===== src/logic/soc_event_pkg.sv =====
// soc event shared definitions

package soc_event_pkg;

  ////////////////////////////////////////////////////////////////////////////
  // sizes
  ////////////////////////////////////////////////////////////////////////////

  // gpio pins watched by the event unit
  parameter int N_GPIO = 16;
  // fabric controller event word
  parameter int FC_EVT_WIDTH = 32;
  // config strobe address
  parameter int CFG_ADDR_WIDTH = 2;

  ////////////////////////////////////////////////////////////////////////////
  // config address map
  ////////////////////////////////////////////////////////////////////////////

  parameter logic [CFG_ADDR_WIDTH-1:0] CFG_TIMER_CMP = 2'd0;
  parameter logic [CFG_ADDR_WIDTH-1:0] CFG_GPIO_IRQ  = 2'd1;
  parameter logic [CFG_ADDR_WIDTH-1:0] CFG_EVT_MASK  = 2'd2;

  ////////////////////////////////////////////////////////////////////////////
  // fc event bit map
  ////////////////////////////////////////////////////////////////////////////

  // timer low shows up twice, bit 7 is the mtime line
  parameter int FC_BIT_TIMER_LO_M = 7;
  parameter int FC_BIT_TIMER_LO   = 16;
  parameter int FC_BIT_TIMER_HI   = 17;
  parameter int FC_BIT_GPIO       = 18;
  // ref clock rise or fall
  parameter int FC_BIT_REF_EDGE   = 23;
  parameter int FC_BIT_HWPE0      = 30;
  parameter int FC_BIT_HWPE1      = 31;

  // everything else in the word is reserved
  parameter logic [FC_EVT_WIDTH-1:0] FC_USED_MASK =
      (FC_EVT_WIDTH'(1) << FC_BIT_TIMER_LO_M) |
      (FC_EVT_WIDTH'(1) << FC_BIT_TIMER_LO)   |
      (FC_EVT_WIDTH'(1) << FC_BIT_TIMER_HI)   |
      (FC_EVT_WIDTH'(1) << FC_BIT_GPIO)       |
      (FC_EVT_WIDTH'(1) << FC_BIT_REF_EDGE)   |
      (FC_EVT_WIDTH'(1) << FC_BIT_HWPE0)      |
      (FC_EVT_WIDTH'(1) << FC_BIT_HWPE1);

  ////////////////////////////////////////////////////////////////////////////
  // config word layouts
  ////////////////////////////////////////////////////////////////////////////

  // gpio irq setting, enables in the upper half
  typedef struct packed {
    logic [N_GPIO-1:0] irq_en;
    // 1 rising, 0 falling
    logic [N_GPIO-1:0] irq_rise;
  } gpio_irq_cfg_t;

  // same 32 bits seen as compare/mask word or gpio setting
  typedef union packed {
    logic [31:0]   word;
    gpio_irq_cfg_t gpio_irq;
  } cfg_word_u;

endpackage


===== src/logic/periph_evt_if.sv =====
// peripheral event bundle
`timescale 1ns/1ns

interface periph_evt_if;

  // all single cycle pulses on the system clock
  // slow clock edges
  logic ref_rise;
  logic ref_fall;
  // compare match and counter wrap
  logic timer_lo;
  logic timer_hi;
  // any enabled gpio edge
  logic gpio_evt;

  // timer unit side
  modport timer_mp (
    output ref_rise,
    output ref_fall,
    output timer_lo,
    output timer_hi
  );

  // gpio unit side
  modport gpio_mp (
    output gpio_evt
  );

  // router sees everything
  modport router_mp (
    input ref_rise,
    input ref_fall,
    input timer_lo,
    input timer_hi,
    input gpio_evt
  );

endinterface


===== src/logic/fc_event_router.sv =====
// fabric controller event router
`timescale 1ns/1ns

module fc_event_router (
  input  logic                                     clk_i,
  input  logic                                     rst_n_i,
  // config strobe
  input  logic                                     cfg_we_i,
  input  logic [soc_event_pkg::CFG_ADDR_WIDTH-1:0] cfg_addr_i,
  input  soc_event_pkg::cfg_word_u                 cfg_wdata_i,
  // hwpe events come in as plain pulses
  input  logic [1:0]                               fc_hwpe_events_i,
  periph_evt_if.router_mp                          evt_i,
  output logic [soc_event_pkg::FC_EVT_WIDTH-1:0]   fc_events_o
);

  logic [soc_event_pkg::FC_EVT_WIDTH-1:0] mask_q;
  logic [soc_event_pkg::FC_EVT_WIDTH-1:0] evt_word;
  logic                                   cfg_hit;

  ////////////////////////////////////////////////////////////////////////////
  // bit placement
  ////////////////////////////////////////////////////////////////////////////

  always_comb begin
    // reserved positions stay low
    evt_word = '0;
    // timer low on both mtime and timer lines
    evt_word[soc_event_pkg::FC_BIT_TIMER_LO_M] = evt_i.timer_lo;
    evt_word[soc_event_pkg::FC_BIT_TIMER_LO]   = evt_i.timer_lo;
    evt_word[soc_event_pkg::FC_BIT_TIMER_HI]   = evt_i.timer_hi;
    evt_word[soc_event_pkg::FC_BIT_GPIO]       = evt_i.gpio_evt;
    // either slow clock edge
    evt_word[soc_event_pkg::FC_BIT_REF_EDGE]   = evt_i.ref_rise | evt_i.ref_fall;
    evt_word[soc_event_pkg::FC_BIT_HWPE0]      = fc_hwpe_events_i[0];
    evt_word[soc_event_pkg::FC_BIT_HWPE1]      = fc_hwpe_events_i[1];
  end

  ////////////////////////////////////////////////////////////////////////////
  // mask and output stage
  ////////////////////////////////////////////////////////////////////////////

  assign cfg_hit = cfg_we_i && (cfg_addr_i == soc_event_pkg::CFG_EVT_MASK);

  always_ff @(posedge clk_i) begin
    if (!rst_n_i) begin
      // everything passes out of reset
      mask_q      <= '1;
      fc_events_o <= '0;
    end else begin
      if (cfg_hit) begin
        mask_q <= cfg_wdata_i.word;
      end
      fc_events_o <= evt_word & mask_q;
    end
  end

  a_reserved_quiet : assert property (
    @(posedge clk_i) disable iff (!rst_n_i)
    (fc_events_o & ~soc_event_pkg::FC_USED_MASK) == '0
  ) else $error("reserved fc event bit set");

endmodule


===== src/logic/gpio_event_unit.sv =====
// gpio edge event unit
`timescale 1ns/1ns

module gpio_event_unit (
  input  logic                                     clk_i,
  input  logic                                     rst_n_i,
  // config strobe
  input  logic                                     cfg_we_i,
  input  logic [soc_event_pkg::CFG_ADDR_WIDTH-1:0] cfg_addr_i,
  input  soc_event_pkg::cfg_word_u                 cfg_wdata_i,
  // async pins
  input  logic [soc_event_pkg::N_GPIO-1:0]         gpio_in_i,
  periph_evt_if.gpio_mp                            evt_o
);

  // two flop synchronizer plus last seen value
  logic [soc_event_pkg::N_GPIO-1:0] sync1_q;
  logic [soc_event_pkg::N_GPIO-1:0] sync2_q;
  logic [soc_event_pkg::N_GPIO-1:0] prev_q;

  // per pin enable and edge select
  soc_event_pkg::gpio_irq_cfg_t irq_cfg_q;

  logic [soc_event_pkg::N_GPIO-1:0] pin_rise;
  logic [soc_event_pkg::N_GPIO-1:0] pin_fall;
  logic [soc_event_pkg::N_GPIO-1:0] pin_fire;
  logic                             cfg_hit;

  ////////////////////////////////////////////////////////////////////////////
  // input sampling
  ////////////////////////////////////////////////////////////////////////////

  always_ff @(posedge clk_i) begin
    if (!rst_n_i) begin
      sync1_q <= '0;
      sync2_q <= '0;
      prev_q  <= '0;
    end else begin
      sync1_q <= gpio_in_i;
      sync2_q <= sync1_q;
      prev_q  <= sync2_q;
    end
  end

  // edges between settled value and previous one
  assign pin_rise = sync2_q & ~prev_q;
  assign pin_fall = ~sync2_q & prev_q;

  // pick the configured edge then gate by enable
  assign pin_fire = irq_cfg_q.irq_en &
                    ((irq_cfg_q.irq_rise & pin_rise) | (~irq_cfg_q.irq_rise & pin_fall));

  ////////////////////////////////////////////////////////////////////////////
  // config and event output
  ////////////////////////////////////////////////////////////////////////////

  assign cfg_hit = cfg_we_i && (cfg_addr_i == soc_event_pkg::CFG_GPIO_IRQ);

  always_ff @(posedge clk_i) begin
    if (!rst_n_i) begin
      irq_cfg_q      <= '0;
      evt_o.gpio_evt <= 1'b0;
    end else begin
      if (cfg_hit) begin
        irq_cfg_q <= cfg_wdata_i.gpio_irq;
      end
      // one line for all pins
      evt_o.gpio_evt <= |pin_fire;
    end
  end

  // event needs an enabled pin that just changed
  a_no_evt_when_disabled : assert property (
    @(posedge clk_i) disable iff (!rst_n_i)
    evt_o.gpio_evt |-> $past((irq_cfg_q.irq_en & (sync2_q ^ prev_q)) != '0)
  ) else $error("gpio event raised without an enabled pin edge");

endmodule


===== src/logic/ref_timer_unit.sv =====
// reference clock timer unit
`timescale 1ns/1ns

module ref_timer_unit #(
  parameter int TIMER_WIDTH = 32
) (
  input  logic                                     clk_i,
  input  logic                                     rst_n_i,
  // config strobe
  input  logic                                     cfg_we_i,
  input  logic [soc_event_pkg::CFG_ADDR_WIDTH-1:0] cfg_addr_i,
  input  soc_event_pkg::cfg_word_u                 cfg_wdata_i,
  // slow reference clock, async to clk_i
  input  logic                                     slow_clk_i,
  // freezes the count, edges still pass
  input  logic                                     stoptimer_i,
  periph_evt_if.timer_mp                           evt_o
);

  // slow clock sampling
  logic sync1_q;
  logic sync2_q;
  logic prev_q;
  logic rise_det;
  logic fall_det;

  // counter and compare
  logic [TIMER_WIDTH-1:0] cnt_q;
  logic [TIMER_WIDTH-1:0] cmp_q;
  logic [TIMER_WIDTH-1:0] cnt_inc;
  logic                   cnt_adv;
  logic                   cmp_hit;
  logic                   cnt_wrap;
  logic                   cfg_hit;

  ////////////////////////////////////////////////////////////////////////////
  // edge wedge on the slow clock
  ////////////////////////////////////////////////////////////////////////////

  always_ff @(posedge clk_i) begin
    if (!rst_n_i) begin
      sync1_q <= 1'b0;
      sync2_q <= 1'b0;
      prev_q  <= 1'b0;
    end else begin
      sync1_q <= slow_clk_i;
      sync2_q <= sync1_q;
      prev_q  <= sync2_q;
    end
  end

  assign rise_det = sync2_q & ~prev_q;
  assign fall_det = ~sync2_q & prev_q;

  ////////////////////////////////////////////////////////////////////////////
  // rising edge counter
  ////////////////////////////////////////////////////////////////////////////

  assign cfg_hit = cfg_we_i && (cfg_addr_i == soc_event_pkg::CFG_TIMER_CMP);
  assign cnt_adv = rise_det & ~stoptimer_i;
  assign cnt_inc = cnt_q + TIMER_WIDTH'(1);

  // zero compare turns the match off
  assign cmp_hit = (cmp_q != '0) && (cnt_inc == cmp_q);
  // free running only without a compare value
  assign cnt_wrap = (cmp_q == '0) && (cnt_q == '1);

  always_ff @(posedge clk_i) begin
    if (!rst_n_i) begin
      cnt_q <= '0;
      cmp_q <= '0;
    end else if (cfg_hit) begin
      // new compare restarts the count
      cmp_q <= cfg_wdata_i.word[TIMER_WIDTH-1:0];
      cnt_q <= '0;
    end else if (cnt_adv) begin
      cnt_q <= cmp_hit ? '0 : cnt_inc;
    end
  end

  // pulses line up with the ref_rise that caused them
  always_ff @(posedge clk_i) begin
    if (!rst_n_i) begin
      evt_o.ref_rise <= 1'b0;
      evt_o.ref_fall <= 1'b0;
      evt_o.timer_lo <= 1'b0;
      evt_o.timer_hi <= 1'b0;
    end else begin
      evt_o.ref_rise <= rise_det;
      evt_o.ref_fall <= fall_det;
      evt_o.timer_lo <= cnt_adv & cmp_hit;
      evt_o.timer_hi <= cnt_adv & cnt_wrap;
    end
  end

  ////////////////////////////////////////////////////////////////////////////
  // checks
  ////////////////////////////////////////////////////////////////////////////

  // match needs a fresh slow edge every time
  a_lo_single_cycle : assert property (
    @(posedge clk_i) disable iff (!rst_n_i)
    evt_o.timer_lo |=> !evt_o.timer_lo
  ) else $error("timer low pulse held for two cycles");

  a_rise_fall_exclusive : assert property (
    @(posedge clk_i) disable iff (!rst_n_i)
    !(evt_o.ref_rise && evt_o.ref_fall)
  ) else $error("reference rise and fall seen together");

endmodule


===== src/logic/soc_event_top.sv =====
// soc event top level
`timescale 1ns/1ns

module soc_event_top #(
  parameter int TIMER_WIDTH = 32
) (
  input  logic                                     clk_i,
  input  logic                                     rst_n_i,
  // config strobe, no read back
  input  logic                                     cfg_we_i,
  input  logic [soc_event_pkg::CFG_ADDR_WIDTH-1:0] cfg_addr_i,
  input  logic [31:0]                              cfg_wdata_i,
  // event sources
  input  logic [soc_event_pkg::N_GPIO-1:0]         gpio_in_i,
  input  logic                                     slow_clk_i,
  input  logic                                     stoptimer_i,
  input  logic [1:0]                               fc_hwpe_events_i,
  output logic [soc_event_pkg::FC_EVT_WIDTH-1:0]   fc_events_o
);

  // config word seen through the union by every unit
  soc_event_pkg::cfg_word_u cfg_word;

  assign cfg_word = soc_event_pkg::cfg_word_u'(cfg_wdata_i);

  // pulses from the producers to the router
  periph_evt_if periph_evt ();

  ////////////////////////////////////////////////////////////////////////////
  // producers
  ////////////////////////////////////////////////////////////////////////////

  gpio_event_unit gpio_event_unit_inst (
    .clk_i       (clk_i),
    .rst_n_i     (rst_n_i),
    .cfg_we_i    (cfg_we_i),
    .cfg_addr_i  (cfg_addr_i),
    .cfg_wdata_i (cfg_word),
    .gpio_in_i   (gpio_in_i),
    .evt_o       (periph_evt.gpio_mp)
  );

  ref_timer_unit #(
    .TIMER_WIDTH (TIMER_WIDTH)
  ) ref_timer_unit_inst (
    .clk_i       (clk_i),
    .rst_n_i     (rst_n_i),
    .cfg_we_i    (cfg_we_i),
    .cfg_addr_i  (cfg_addr_i),
    .cfg_wdata_i (cfg_word),
    .slow_clk_i  (slow_clk_i),
    .stoptimer_i (stoptimer_i),
    .evt_o       (periph_evt.timer_mp)
  );

  ////////////////////////////////////////////////////////////////////////////
  // router, adds the last register stage
  ////////////////////////////////////////////////////////////////////////////

  fc_event_router fc_event_router_inst (
    .clk_i            (clk_i),
    .rst_n_i          (rst_n_i),
    .cfg_we_i         (cfg_we_i),
    .cfg_addr_i       (cfg_addr_i),
    .cfg_wdata_i      (cfg_word),
    .fc_hwpe_events_i (fc_hwpe_events_i),
    .evt_i            (periph_evt.router_mp),
    .fc_events_o      (fc_events_o)
  );

endmodule


===== config.mk =====
export PLATFORM = sky130hd
export DESIGN_NAME = soc_event_top
export DESIGN_NICKNAME = d
export VERILOG_FILES = /design/src/logic/soc_event_pkg.sv /design/src/logic/periph_evt_if.sv /design/src/logic/fc_event_router.sv /design/src/logic/gpio_event_unit.sv /design/src/logic/ref_timer_unit.sv /design/src/logic/soc_event_top.sv
export SDC_FILE = /design/constraint.sdc
export NUM_CORES = 1
export LEC_CHECK = 0
export BUFFER_PORTS_ARGS = -buffer_cell sky130_fd_sc_hd__buf_2
export CORE_MARGIN = 2
export CORE_UTILIZATION = 55
export DETAILED_ROUTE_END_ITERATION = 12
export PLACE_DENSITY = 0.76
export SLEW_MARGIN = 0
export SYNTH_ARGS = -nofsm -noshare
export SYNTH_HDL_FRONTEND = slang
export SYNTH_SLANG_ARGS = --single-unit
export TNS_END_PERCENT = 30

===== constraint.sdc =====
create_clock -name clk_i -period 4.95 [get_ports clk_i]
set_input_delay 0.7425 -clock clk_i [delete_from_list [all_inputs] [get_ports clk_i]]
set_output_delay 0.7425 -clock clk_i [all_outputs]
set_load 0.01 [all_outputs]

Word level (Yosys, flattened, before mapping) --
Cells that the tools add are included.
Word-level totals: register bits 216, input port bits 57, output and inout bits 32, word-level logic and storage cells 53
Operators by class: add/sub/neg operators 1, equality and inequality tests 4, mux-type cells 1, bitwise logic cells 20, reductions and logical operators 10
Operators with widths (count):
- AND 16 bit | 5
- NOT 16 bit | 3
- adder 32 x 1 -> 32 bit, second input constant | 1
- AND 32 bit | 1
- == test 32 bit | 1
- == test 32 bit, second input constant | 1
- logical NOT 32 bit | 1
- 2-to-1 mux 32 bit | 1
- nonzero test 32 bit | 1
- bitwise OR 16 bit | 1
- OR reduction 16 bit | 1
- AND 1 bit | 5
- logical AND 1 bit | 5
- NOT 1 bit | 4
- == test 2 x 1 -> 1 bit, second input constant | 1
- == test 2 bit, second input constant | 1
- logical NOT 2 bit | 1
- OR reduction 2 bit | 1
- bitwise OR 1 bit | 1

Logic depth before layout (Yosys ltp) --
Gate-level depths: netlist of the first run.
word-level depth 6, depth in mapped cells 14

Modules after synthesis --
From an unflattened synthesis of the first run, not the netlist that was laid out.
Unflattened totals: cell total of the unflattened synthesis 946, area total of the unflattened synthesis 7966.4 um2
Modules (own cells, without submodules):
- ref_timer_unit | times used 1, cells an instance 566, area an instance 4468.0 um2, sequential area each 1421.4 um2
- gpio_event_unit | times used 1, cells an instance 307, area an instance 2756.4 um2, sequential area each 1621.6 um2
- fc_event_router | times used 1, cells an instance 73, area an instance 742.0 um2, sequential area each 280.3 um2

Worst setup path after synthesis of the first run --
No wires, ideal clock.
path type register to register, start reg ref_timer_unit_inst.cnt_q[0], end reg ref_timer_unit_inst.cnt_q[16], arrival time 2.944 ns, slack 1.875 ns, cell stages (with the launch flop) 14, buffers on the path 4, clock period less this slack 3.075 ns, path through dfxtp_1 ha_1 and3_1 clkbuf_1 nand3_1 a211oi_1 nor3_1 or4_1 or4_1 buf_2 nand3_2 buf_6 buf_6 o31ai_1
Between the ends: cells in the longest elaborated chain, start to end 4
RTL lines:
- start, declared | RTL line ref_timer_unit.sv:28 | logic [TIMER_WIDTH-1:0] cnt_q;
- start signal, assigned | RTL line ref_timer_unit.sv:77 | cnt_q <= cmp_hit ? '0 : cnt_inc;
- adder 32 x 1 -> 32 bit (*) | RTL line ref_timer_unit.sv:61 | assign cnt_inc = cnt_q + TIMER_WIDTH'(1);
- == test 32 bit | RTL line ref_timer_unit.sv:64 | assign cmp_hit = (cmp_q != '0) && (cnt_inc == cmp_q);
- logical AND 1 bit | RTL line ref_timer_unit.sv:64
- 2-to-1 mux 32 bit (*) | RTL line ref_timer_unit.sv:77
Mark *: on every way between the ends. The rest lies on a longest branch, timed or not. A chain may end at the register's enable or synchronous reset.

Worst setup path in the final report of the first run --
start reg ref_timer_unit_inst.cnt_q[0], end reg ref_timer_unit_inst.cnt_q[7]
Same word-level chain as after synthesis.

==> impl_metrics.json, run 1 <==
{
  "status": "finished clean",
  "slew_viol_final": 0,
  "dp_hpwl_mm": 14.00,
  "multiInputGateArea_um2": 4001,
  "rsz0062_at_grt": "no",
  "syn-cell-area_um2": 7745,
  "die_h_um": 122.7,
  "worstSetupPathType": "flop to flop",
  "drt-total-wl_mm": 19.84,
  "ioPinCount": 89,
  "grt_pass1_wl_mm": 32.17,
  "worst_pin_slew_ns": 0.7806,
  "ctsHoldBuffers": 0,
  "finalHoldViolCount": 0,
  "crit_chain": "ha_1 -> nand3_2 -> nor4_2 -> buf_4 -> nand4_1 -> xnor2_1 -> or4_1 -> or4_1 -> nand3_2 -> o311ai_0",
  "gp_congestion": 0.9552,
  "crit_family": "simple AND/OR/NAND/NOR gates",
  "antenna_cells": 0,
  "drcViolationCount": 0,
  "fp-row-count": 43,
  "clkTransAtPathRegs_ns": 0.08,
  "coreArea_um2": 13830,
  "area_delta_synth_final_pct": 10.31,
  "wl_per_cell_um": 16.88,
  "fillerInstances": 1212,
  "initial_core_util_pct": 56.01,
  "ys.flop_type": "dfxtp_1",
  "detailedRoute.firstPassIterationCount": 5,
  "clock-skew-final_ns": 0.01311,
  "synth.top_cell.area_share_pct": 42.91,
  "cts_tree": "yes",
  "htreeDepth": 4,
  "cts_resized": 0,
  "clock_sinks": 166,
  "synthCells": 961,
  "fin_crit_ns": 3.665,
  "async_flop_share_pct": 0,
  "synth_area_leader_cell": "dfxtp_1",
  "drt_iter0_drc": 581,
  "vdd.ir_drop.worst_uv": 294.4,
  "synth.area.top_cells": "dfxtp_1, nand2_1, a21oi_1, and2_1, xnor2_1",
  "syn_area_per_cell_um2": 8.059,
  "yosysWarnings": 0,
  "clkLatencyLatePin_ns": 0.43,
  "final_antenna_net_count": 0,
  "critical_path_arrival_ns": 3.95,
  "max_stage_delay_ns": 0.56,
  "grt_max_degree": 69,
  "die_w_um": 122.7,
  "ys_ff_latch": 166,
  "die_area_um2": 15050,
  "fmax_mhz": 272.8,
  "crit_buf_inv": 1,
  "grt_pass1_vias": 6197,
  "post_cts_buffers": 0,
  "cts_buffer_depth": 2,
  "clock-root-buffer": "clkbuf_16",
  "cp-start-kind": "flop",
  "seq_area_um2": 3323,
  "maxCapViolCount": 0,
  "p_total_mw": 2.887,
  "min_path_type": "flop to flop",
  "nNetsFinal": 1040,
  "fin_crit_sh_pct": 74.05,
  "cp_slowest_cell": "or4_1",
  "synth-seq-area-share_pct": 42.91,
  "slew_headroom_pct": 47.48,
  "power_density_nw_per_um2": 337.9,
  "p_leak_nw": 3.189,
  "antenna_found_initial": 0,
  "numCtsBuffers": 17,
  "layout-drive-gt1-share_pct": 11.56,
  "numPortBuffers": 63,
  "overflow": 0,
  "synth_edf_count": 0,
  "setup_viol": 0,
  "vias": 6809,
  "post-synth-top-count-cell": "nand2_1",
  "critPathRequiredTime_ns": 5.23,
  "finalSetupTns_ns": 0,
  "grtUsageTotal_pct": 27.47,
  "synth_cell_types": 62,
  "routed_via_density": 5.795,
  "end_kind": "flop",
  "path_max_fanout": 29,
  "ys_top_cells_by_count": "nand2_1, dfxtp_1, a21oi_1"
}
==> report_power, final <==
| part | switching, mW | total (mW) | internal, mW |
|---|---|---|---|
| clock | 0.620 | 1.29 | 0.674 |
| combinational | 0.121 | 0.193 | 0.0720 |
| sequential | 0.0256 | 1.40 | 1.37 |
| total | 0.767 | 2.89 | 2.12 |
==> through the flow <==
step / setup WS (ns) / instances / hold WS (ns) / utilization (%) / area [µm²]
floorplan: 1.875 / 985 / 0.4065 / - / 7835
global placement: 1.441 / 1143 / 0.4139 / 57.59 / 7963
detailed placement: 1.311 / 1143 / 0.4210 / 57.59 / 7963
CTS: 1.307 / 1175 / 0.4381 / 61.79 / 8543
global route: 1.023 / 1175 / 0.4500 / 61.79 / 8543
finish: 1.285 / 1175 / 0.4352 / 61.79 / 8543
==> state kept, by name, summed over array words and instances (netlist names) <==
| name | cells |
|---|---|
| ref_timer_unit_inst.evt_o.timer_hi | 1 |
| ref_timer_unit_inst.evt_o.ref_fall | 1 |
| gpio_event_unit_inst.prev_q | 16 |
| ref_timer_unit_inst.sync1_q | 1 |
| ref_timer_unit_inst.evt_o.ref_rise | 1 |
| fc_event_router_inst.mask_q | 7 |
| gpio_event_unit_inst.sync2_q | 16 |
| gpio_event_unit_inst.irq_cfg_q | 32 |
| ref_timer_unit_inst.prev_q | 1 |
| ref_timer_unit_inst.sync2_q | 1 |
| ref_timer_unit_inst.evt_o.timer_lo | 1 |
| gpio_event_unit_inst.sync1_q | 16 |
| ref_timer_unit_inst.cmp_q | 32 |
| fc_event_router_inst.fc_events_o | 7 |
| ref_timer_unit_inst.cnt_q | 32 |
| gpio_event_unit_inst.evt_o.gpio_evt | 1 |
==> worst paths after layout <==
path / cells after the start / start / end / slack, ns
max reg2reg: 10 / ref_timer_unit_inst.cnt_q[0] / ref_timer_unit_inst.cnt_q[7] / 1.28
max: 10 / ref_timer_unit_inst.cnt_q[0] / ref_timer_unit_inst.cnt_q[7] / 1.28
min reg2reg: 1 / gpio_event_unit_inst.sync1_q[11] / gpio_event_unit_inst.sync2_q[11] / 0.44
min: 1 / gpio_event_unit_inst.sync1_q[11] / gpio_event_unit_inst.sync2_q[11] / 0.44
==> layout make-up <==
cell class / instances / area share (%)
sequential: 166 / 38.90
inverter: 8 / 0.3515
multi-input combinational: 717 / 46.84
tap: 180 / 2.636
timing repair buffer: 72 / 4.482
clock buffer: 17 / 4.979
clock inverter: 15 / 1.816
==> placed cells by master (no fill, tap or decap), drive strengths merged, types with 26 or more instances in the layout <==
cell   count
nor2      32
and2      56
and3      26
dfxtp    166
nand4     37
a21oi     74
nand2    214
buf       72
nand3     35
xnor2     33
==> metal layers <==
metal | global-route usage (%) | vias to the layer above | routed length (µm)
met5 | 0 | - | 0
met4 | 10.99 | 0 | 499
met3 | 3.903 | 37 | 954
met2 | 45.55 | 215 | 9653
met1 | 35.99 | 3201 | 8731
li1 | - | 3356 | -
==> logic make-up (layout without fill, tap and decap cells) <==
kind of cell | count (synthesis) | after routing | share of synthesized area [%]
xor+xnor | 43 | 43 | 4.863
simple gates | 471 | 471 | 30.61
flops | 166 | 166 | 42.91
buf+inv | 102 | 112 | 6.688
other cells | 1 | 25 | 0.04842
compound gates | 177 | 177 | 14.72
fa+ha+maj | 1 | 1 | 0.1615
Note: power is estimated with default switching activity, not from simulation.
==> run 2: changes to the inputs <==
--- a/config.mk
+++ b/config.mk
@@ -5,9 +5,10 @@
 export SDC_FILE = /design/constraint.sdc
 export NUM_CORES = 1
 export LEC_CHECK = 0
+export ABC_AREA = 1
 export BUFFER_PORTS_ARGS = -buffer_cell sky130_fd_sc_hd__buf_2
 export CORE_MARGIN = 2
-export CORE_UTILIZATION = 55
+export CORE_UTILIZATION = 53
 export DETAILED_ROUTE_END_ITERATION = 12
 export PLACE_DENSITY = 0.76
 export SLEW_MARGIN = 0
==> constraint.sdc (replaced) <==
create_clock -name clk_i -period 2.96 [get_ports clk_i]
set_input_delay 0.444 -clock clk_i [delete_from_list [all_inputs] [get_ports clk_i]]
set_output_delay 0.444 -clock clk_i [all_outputs]
set_load 0.01 [all_outputs]
==> impl_metrics.json, run 2 <==
{
  "clock-root-buffer": "clkbuf_16",
  "clkLatencyLatePin_ns": 0.43,
  "dp_hpwl_mm": 15.08,
  "use_met1_pct": 34.58,
  "reg2reg_slack_ns": 0.34,
  "numCtsBuffers": 17,
  "utilization_pct": 60.17,
  "fmax_mhz": 382.1,
  "vdd.ir_drop.worst_uv": 597.2,
  "met2_usage_pct": 40.77,
  "mostFrequentLayoutCell": "nand2_1",
  "clkTransAtPathRegs_ns": 0.07,
  "synth_area_leader_cell": "dfxtp_1",
  "coreArea_um2": 15030,
  "yosysWarnings": 0,
  "worstSetupPathType": "flop to flop",
  "grt_pass1_vias": 6434,
  "grt_pass1_wl_mm": 32.62,
  "ys_top_cells_by_count": "nand2_1, dfxtp_1, inv_1",
  "drt_iter0_drc": 738,
  "grtUsageTotal_pct": 25.70,
  "min_path_type": "input port to flop",
  "overflow": 0,
  "post-synth-top-count-cell": "nand2_1",
  "hold_end": "gpio_event_unit_inst.sync1_q[12]",
  "critPathRequiredTime_ns": 3.26,
  "initial_core_util_pct": 53.57,
  "die_area_um2": 16200,
  "top_regs": "gpio_event_unit_inst.irq_cfg_q (32), ref_timer_unit_inst.cmp_q (32), ref_timer_unit_inst.cnt_q (32)",
  "wl_per_cell_um": 13.79,
  "syn_area_per_cell_um2": 6.656,
  "fin_crit_sh_pct": 88.43,
  "synth_edf_count": 0,
  "detailedRoute.firstPassIterationCount": 5,
  "drt-total-wl_mm": 20.18,
  "die_h_um": 127.3,
  "htreeDepth": 4,
  "numPortBuffers": 63,
  "synthCells": 1210,
  "nNetsFinal": 1320,
  "rr_worst_depth": 17,
  "cp_slowest_cell": "dfxtp_1",
  "finalSetupTns_ns": 0,
  "post_cts_buffers": 0,
  "die_w_um": 127.3,
  "maxCapViolCount": 0,
  "drcViolationCount": 0,
  "hp-start": "gpio_in_i[12]",
  "crit_chain": "ha_1 -> nand2_2 -> nor2_4 -> nand2_4 -> nor2_2 -> nand2_1 -> nand2_1 -> nand2_1 -> nand2_1 -> nand3_1 -> nor2_1 -> nand2_1 -> nor2_2 -> nand3_2 -> buf_4 -> nand2_1 -> a21oi_1",
  "max_stage_delay_ns": 0.44,
  "slew_viol_final": 0,
  "cts_buffer_depth": 2,
  "busiest_layer": "met2",
  "fp-row-count": 45,
  "path_max_fanout": 32,
  "ctsHoldBuffers": 0,
  "async_flop_share_pct": 0,
  "synth.top_cell.area_share_pct": 41.26,
  "syn-cell-area_um2": 8054,
  "worst_pin_slew_ns": 1.080,
  "status": "finished clean",
  "finalHoldViolCount": 0,
  "synth-seq-area-share_pct": 41.26,
  "power_density_nw_per_um2": 553.0,
  "path_common_cell": "nand2_1",
  "ys_ff_latch": 166,
  "antenna_cells": 0,
  "setup_viol": 0,
  "fin_crit_ns": 2.617,
  "cp-start-kind": "flop",
  "cts_tree": "yes",
  "ys.flop_type": "dfxtp_1",
  "antenna_found_initial": 0,
  "p_leak_nw": 4.220,
  "area_delta_synth_final_pct": 12.30,
  "grt_util_met3_pct": 5.235,
  "mostFrequentLayoutCells": "nand2_1, inv_1, dfxtp_1, nor2_1, a21oi_1",
  "slew_headroom_pct": 28.00,
  "regToRegEndpoint": "ref_timer_unit_inst.cnt_q[4]",
  "end_kind": "flop",
  "critical_path_arrival_ns": 2.92,
  "reg2reg_from": "ref_timer_unit_inst.cnt_q[0]",
  "vias": 7347,
  "synth.area.top_cells": "dfxtp_1, nand2_1, inv_1, nor2_1, a21oi_1",
  "layout-drive-gt1-share_pct": 12.00,
  "holdPathStages": 3,
  "clock_sinks": 166,
  "grt_max_degree": 65,
  "cts_resized": 0,
  "rsz0062_at_grt": "no",
  "gp_congestion": 0.9594,
  "clock-skew-final_ns": 0.006695,
  "synth_cell_types": 34,
  "final_antenna_net_count": 0,
  "routed_via_density": 5.022,
  "ioPinCount": 89
}
==> run 2: per-stage QoR <==
stage | power, mW | worst slack, ns | instance area (µm²) | hold slack, ns | instances
after floorplan | 2.686 | 0.8398 | 8144 | 0.3905 | 1234
after global placement | 2.797 | 0.4532 | 8432 | 0.3931 | 1431
after detailed placement | 2.803 | 0.3593 | 8432 | 0.3954 | 1431
after CTS | 5.034 | 0.3541 | 9045 | 0.1779 | 1463
after global routing | 5.206 | 0.08264 | 9045 | 0.1866 | 1463
final | 5.002 | 0.3426 | 9045 | 0.1901 | 1463
==> run 2: layer usage <==
metal	vias to the layer above	routed length, µm
li1	3838	-
met1	3247	9183
met2	216	9246
met3	46	1071
met4	0	680
met5	-	0
==> run 2: kinds of logic after synthesis <==
logic type	count (synthesis)	share of synthesized area, %
buffers and inverters	234	12.35
xor gates and xnor gates	10	1.600
AOI/OAI and AO/OA	184	11.68
DFF	166	41.26
other	1	0.04656
adders and majority gates	1	0.1553
and+or+nand+nor	614	32.90
==> run 2: final cells by class <==
type | count | area, µm²
Clock buffer | 17 | 425.4
Clock inverter | 15 | 187.7
Fill cell | 1406 | 5988
Inverter | 169 | 634.4
Multi-Input combinational cell | 834 | 3826
Sequential cell | 166 | 3323
Tap cell | 188 | 235.2
Timing Repair Buffer | 74 | 412.9
==> run 2: critical path, delay by kind of cell (launching register included) <==
kind / cells / cell delay, ns
compound gates: 1 / 0.06
fa+ha+maj: 1 / 0.24
buf+inv: 1 / 0.26
flops: 1 / 0.44
simple gates: 14 / 1.47
==> run 2: power by group <==
group / switching, mW / internal (mW) / leakage (nW)
combinational: 0.254 / 0.139 / 2.57
sequential: 0.0472 / 2.32 / 1.36
clock: 1.03 / 1.22 / 0.293
==> run 2: how the worst max path moves through the flow <==
stage,start,slack [ns],depth (start not counted),endpoint
6_report,ref_timer_unit_inst.cnt_q[0],0.34,17,ref_timer_unit_inst.cnt_q[4]
2_1_floorplan,ref_timer_unit_inst.cnt_q[0],0.84,17,ref_timer_unit_inst.cnt_q[23]
3_3_place_gp,ref_timer_unit_inst.cnt_q[0],0.45,17,ref_timer_unit_inst.cnt_q[18]
3_5_place_dp,ref_timer_unit_inst.cnt_q[0],0.36,17,ref_timer_unit_inst.cnt_q[12]
4_1_cts,ref_timer_unit_inst.cnt_q[0],0.35,17,ref_timer_unit_inst.cnt_q[4]
5_1_grt,ref_timer_unit_inst.cnt_q[0],0.08,17,ref_timer_unit_inst.cnt_q[2]
==> run 3: changes to the inputs <==
--- a/config.mk
+++ b/config.mk
@@ -11,6 +11,7 @@
 export CORE_UTILIZATION = 53
 export DETAILED_ROUTE_END_ITERATION = 12
 export PLACE_DENSITY = 0.76
+export REMOVE_ABC_BUFFERS = 1
 export SLEW_MARGIN = 0
 export SYNTH_ARGS = -nofsm -noshare
 export SYNTH_HDL_FRONTEND = slang
==> impl_metrics.json, run 3 (synthesis gave the netlist of run 2 again) <==
{
  "worst_pin_slew_ns": 1.054,
  "finalHoldViolCount": 0,
  "fillerInstances": 1446,
  "htreeDepth": 4,
  "post_dp_cell_area_um2": 8442,
  "clock-root-buffer": "clkbuf_16",
  "mostFrequentLayoutCells": "nand2_1, inv_1, dfxtp_1, nor2_1, a21oi_1",
  "drt_iter0_drc": 687,
  "drcViolationCount": 0,
  "status": "finished clean",
  "vias": 7359,
  "finalSetupTns_ns": 0,
  "fin_crit_sh_pct": 87.95,
  "initial_core_util_pct": 53.57,
  "numCtsBuffers": 17,
  "vdd.ir_drop.worst_uv": 414.1,
  "post_cts_buffers": 0,
  "antenna_cells": 0,
  "die_h_um": 127.3,
  "fmax_mhz": 384.1,
  "cts_resized": 0,
  "clkTransAtPathRegs_ns": 0.06,
  "clkLatencyLatePin_ns": 0.43,
  "mostFrequentLayoutCell": "nand2_1",
  "detailedRoute.firstPassIterationCount": 5,
  "die_area_um2": 16200,
  "power_density_nw_per_um2": 553.2,
  "clock-skew-final_ns": 0.009334,
  "final_antenna_net_count": 0,
  "wl_per_cell_um": 13.51,
  "fp-row-count": 45,
  "grt_max_degree": 65,
  "min_path_type": "input port to flop",
  "dp_hpwl_mm": 14.96,
  "area_delta_synth_final_pct": 12.18,
  "coreArea_um2": 15030,
  "maxCapViolCount": 0,
  "die_w_um": 127.3,
  "nNetsFinal": 1323,
  "grtUsageTotal_pct": 24.99,
  "setup_viol": 0,
  "p_leak_nw": 4.224,
  "numPortBuffers": 63,
  "grt_pass1_vias": 6619,
  "slew_viol_final": 0,
  "routed_via_density": 5.027,
  "top_regs": "gpio_event_unit_inst.irq_cfg_q (32), ref_timer_unit_inst.cmp_q (32), ref_timer_unit_inst.cnt_q (32)",
  "slew_headroom_pct": 29.72,
  "clock_sinks": 166,
  "ctsHoldBuffers": 0,
  "final_cell_area_um2": 9035,
  "critPathRequiredTime_ns": 3.26,
  "worstSetupPathType": "flop to flop",
  "overflow": 0,
  "end_kind": "flop",
  "antenna_found_initial": 0,
  "critical_path_arrival_ns": 2.90,
  "cts_buffer_depth": 2,
  "rsz0062_at_grt": "no",
  "cts_tree": "yes",
  "seq_area_um2": 3323,
  "path_max_fanout": 32,
  "drt-total-wl_mm": 19.78,
  "gp_congestion": 0.9253,
  "fin_crit_ns": 2.603,
  "ioPinCount": 89,
  "cp-start-kind": "flop",
  "layout-drive-gt1-share_pct": 11.91,
  "grt_pass1_wl_mm": 31.95,
  "multiInputGateArea_um2": 3826
}
[run 3: path summary, 6_finish.rpt]
| kind | from | end | slack (ns) | cells past startpoint |
|---|---|---|---|---|
| setup / recovery | ref_timer_unit_inst.cnt_q[0] | ref_timer_unit_inst.cnt_q[0] | 0.36 | 14 |
| hold / removal | gpio_in_i[13] | gpio_event_unit_inst.sync1_q[13] | 0.19 | 3 |
| setup reg to reg | ref_timer_unit_inst.cnt_q[0] | ref_timer_unit_inst.cnt_q[0] | 0.36 | 14 |
| hold reg to reg | gpio_event_unit_inst.sync1_q[4] | gpio_event_unit_inst.sync2_q[4] | 0.41 | 2 |
[run 3: critical path, cell delays in order, from the launching register on]
cell     delay, ns
dfxtp_1       0.42
ha_1          0.23
nand3_1       0.12
nor2_1        0.23
xor2_1        0.36
nor2_1        0.11
nor2_1        0.18
nand2_1       0.07
inv_1         0.06
nand3_1       0.07
nor2_2        0.10
nand3_2       0.07
buf_4         0.25
nand2_1       0.11
a21oi_1       0.06
[run 3: through the flow]
step | hold WS [ns] | power (mW) | util [%] | instances | worst slack (ns)
2_1_floorplan | 0.3900 | 2.637 | - | 1169 | 0.5403
3_3_place_gp | 0.3915 | 2.791 | 56.15 | 1434 | 0.4703
3_5_place_dp | 0.3956 | 2.798 | 56.15 | 1434 | 0.4166
4_1_cts | 0.1868 | 5.027 | 60.10 | 1464 | 0.3955
5_1_grt | 0.1941 | 5.179 | 60.10 | 1464 | 0.1505
6_report | 0.1933 | 4.998 | 60.10 | 1464 | 0.3567
[run 3: report_power, final]
part	total (mW)	switching (mW)	internal, mW	leakage, nW
combinational	0.390	0.251	0.139	2.58
sequential	2.36	0.0423	2.32	1.36
clock	2.25	0.900	1.35	0.287
[run 3: cell type report]
| type | instances | share of cell area, % |
|---|---|---|
| multi-input combinational | 834 | 42.35 |
| sequential | 166 | 36.78 |
| inverter | 169 | 7.021 |
| clock buffer | 20 | 4.944 |
| timing repair buffer | 77 | 4.681 |
| tap | 188 | 2.604 |
| clock inverter | 10 | 1.620 |
[run 3: per-layer routing]
layer | routed length, µm | track usage, % | vias to the layer above
li1 | - | - | 3826
met1 | 9030 | 33.09 | 3261
met2 | 9086 | 40.64 | 231
met3 | 1089 | 4.271 | 41
met4 | 572 | 10.28 | 0
met5 | 0 | 0 | -
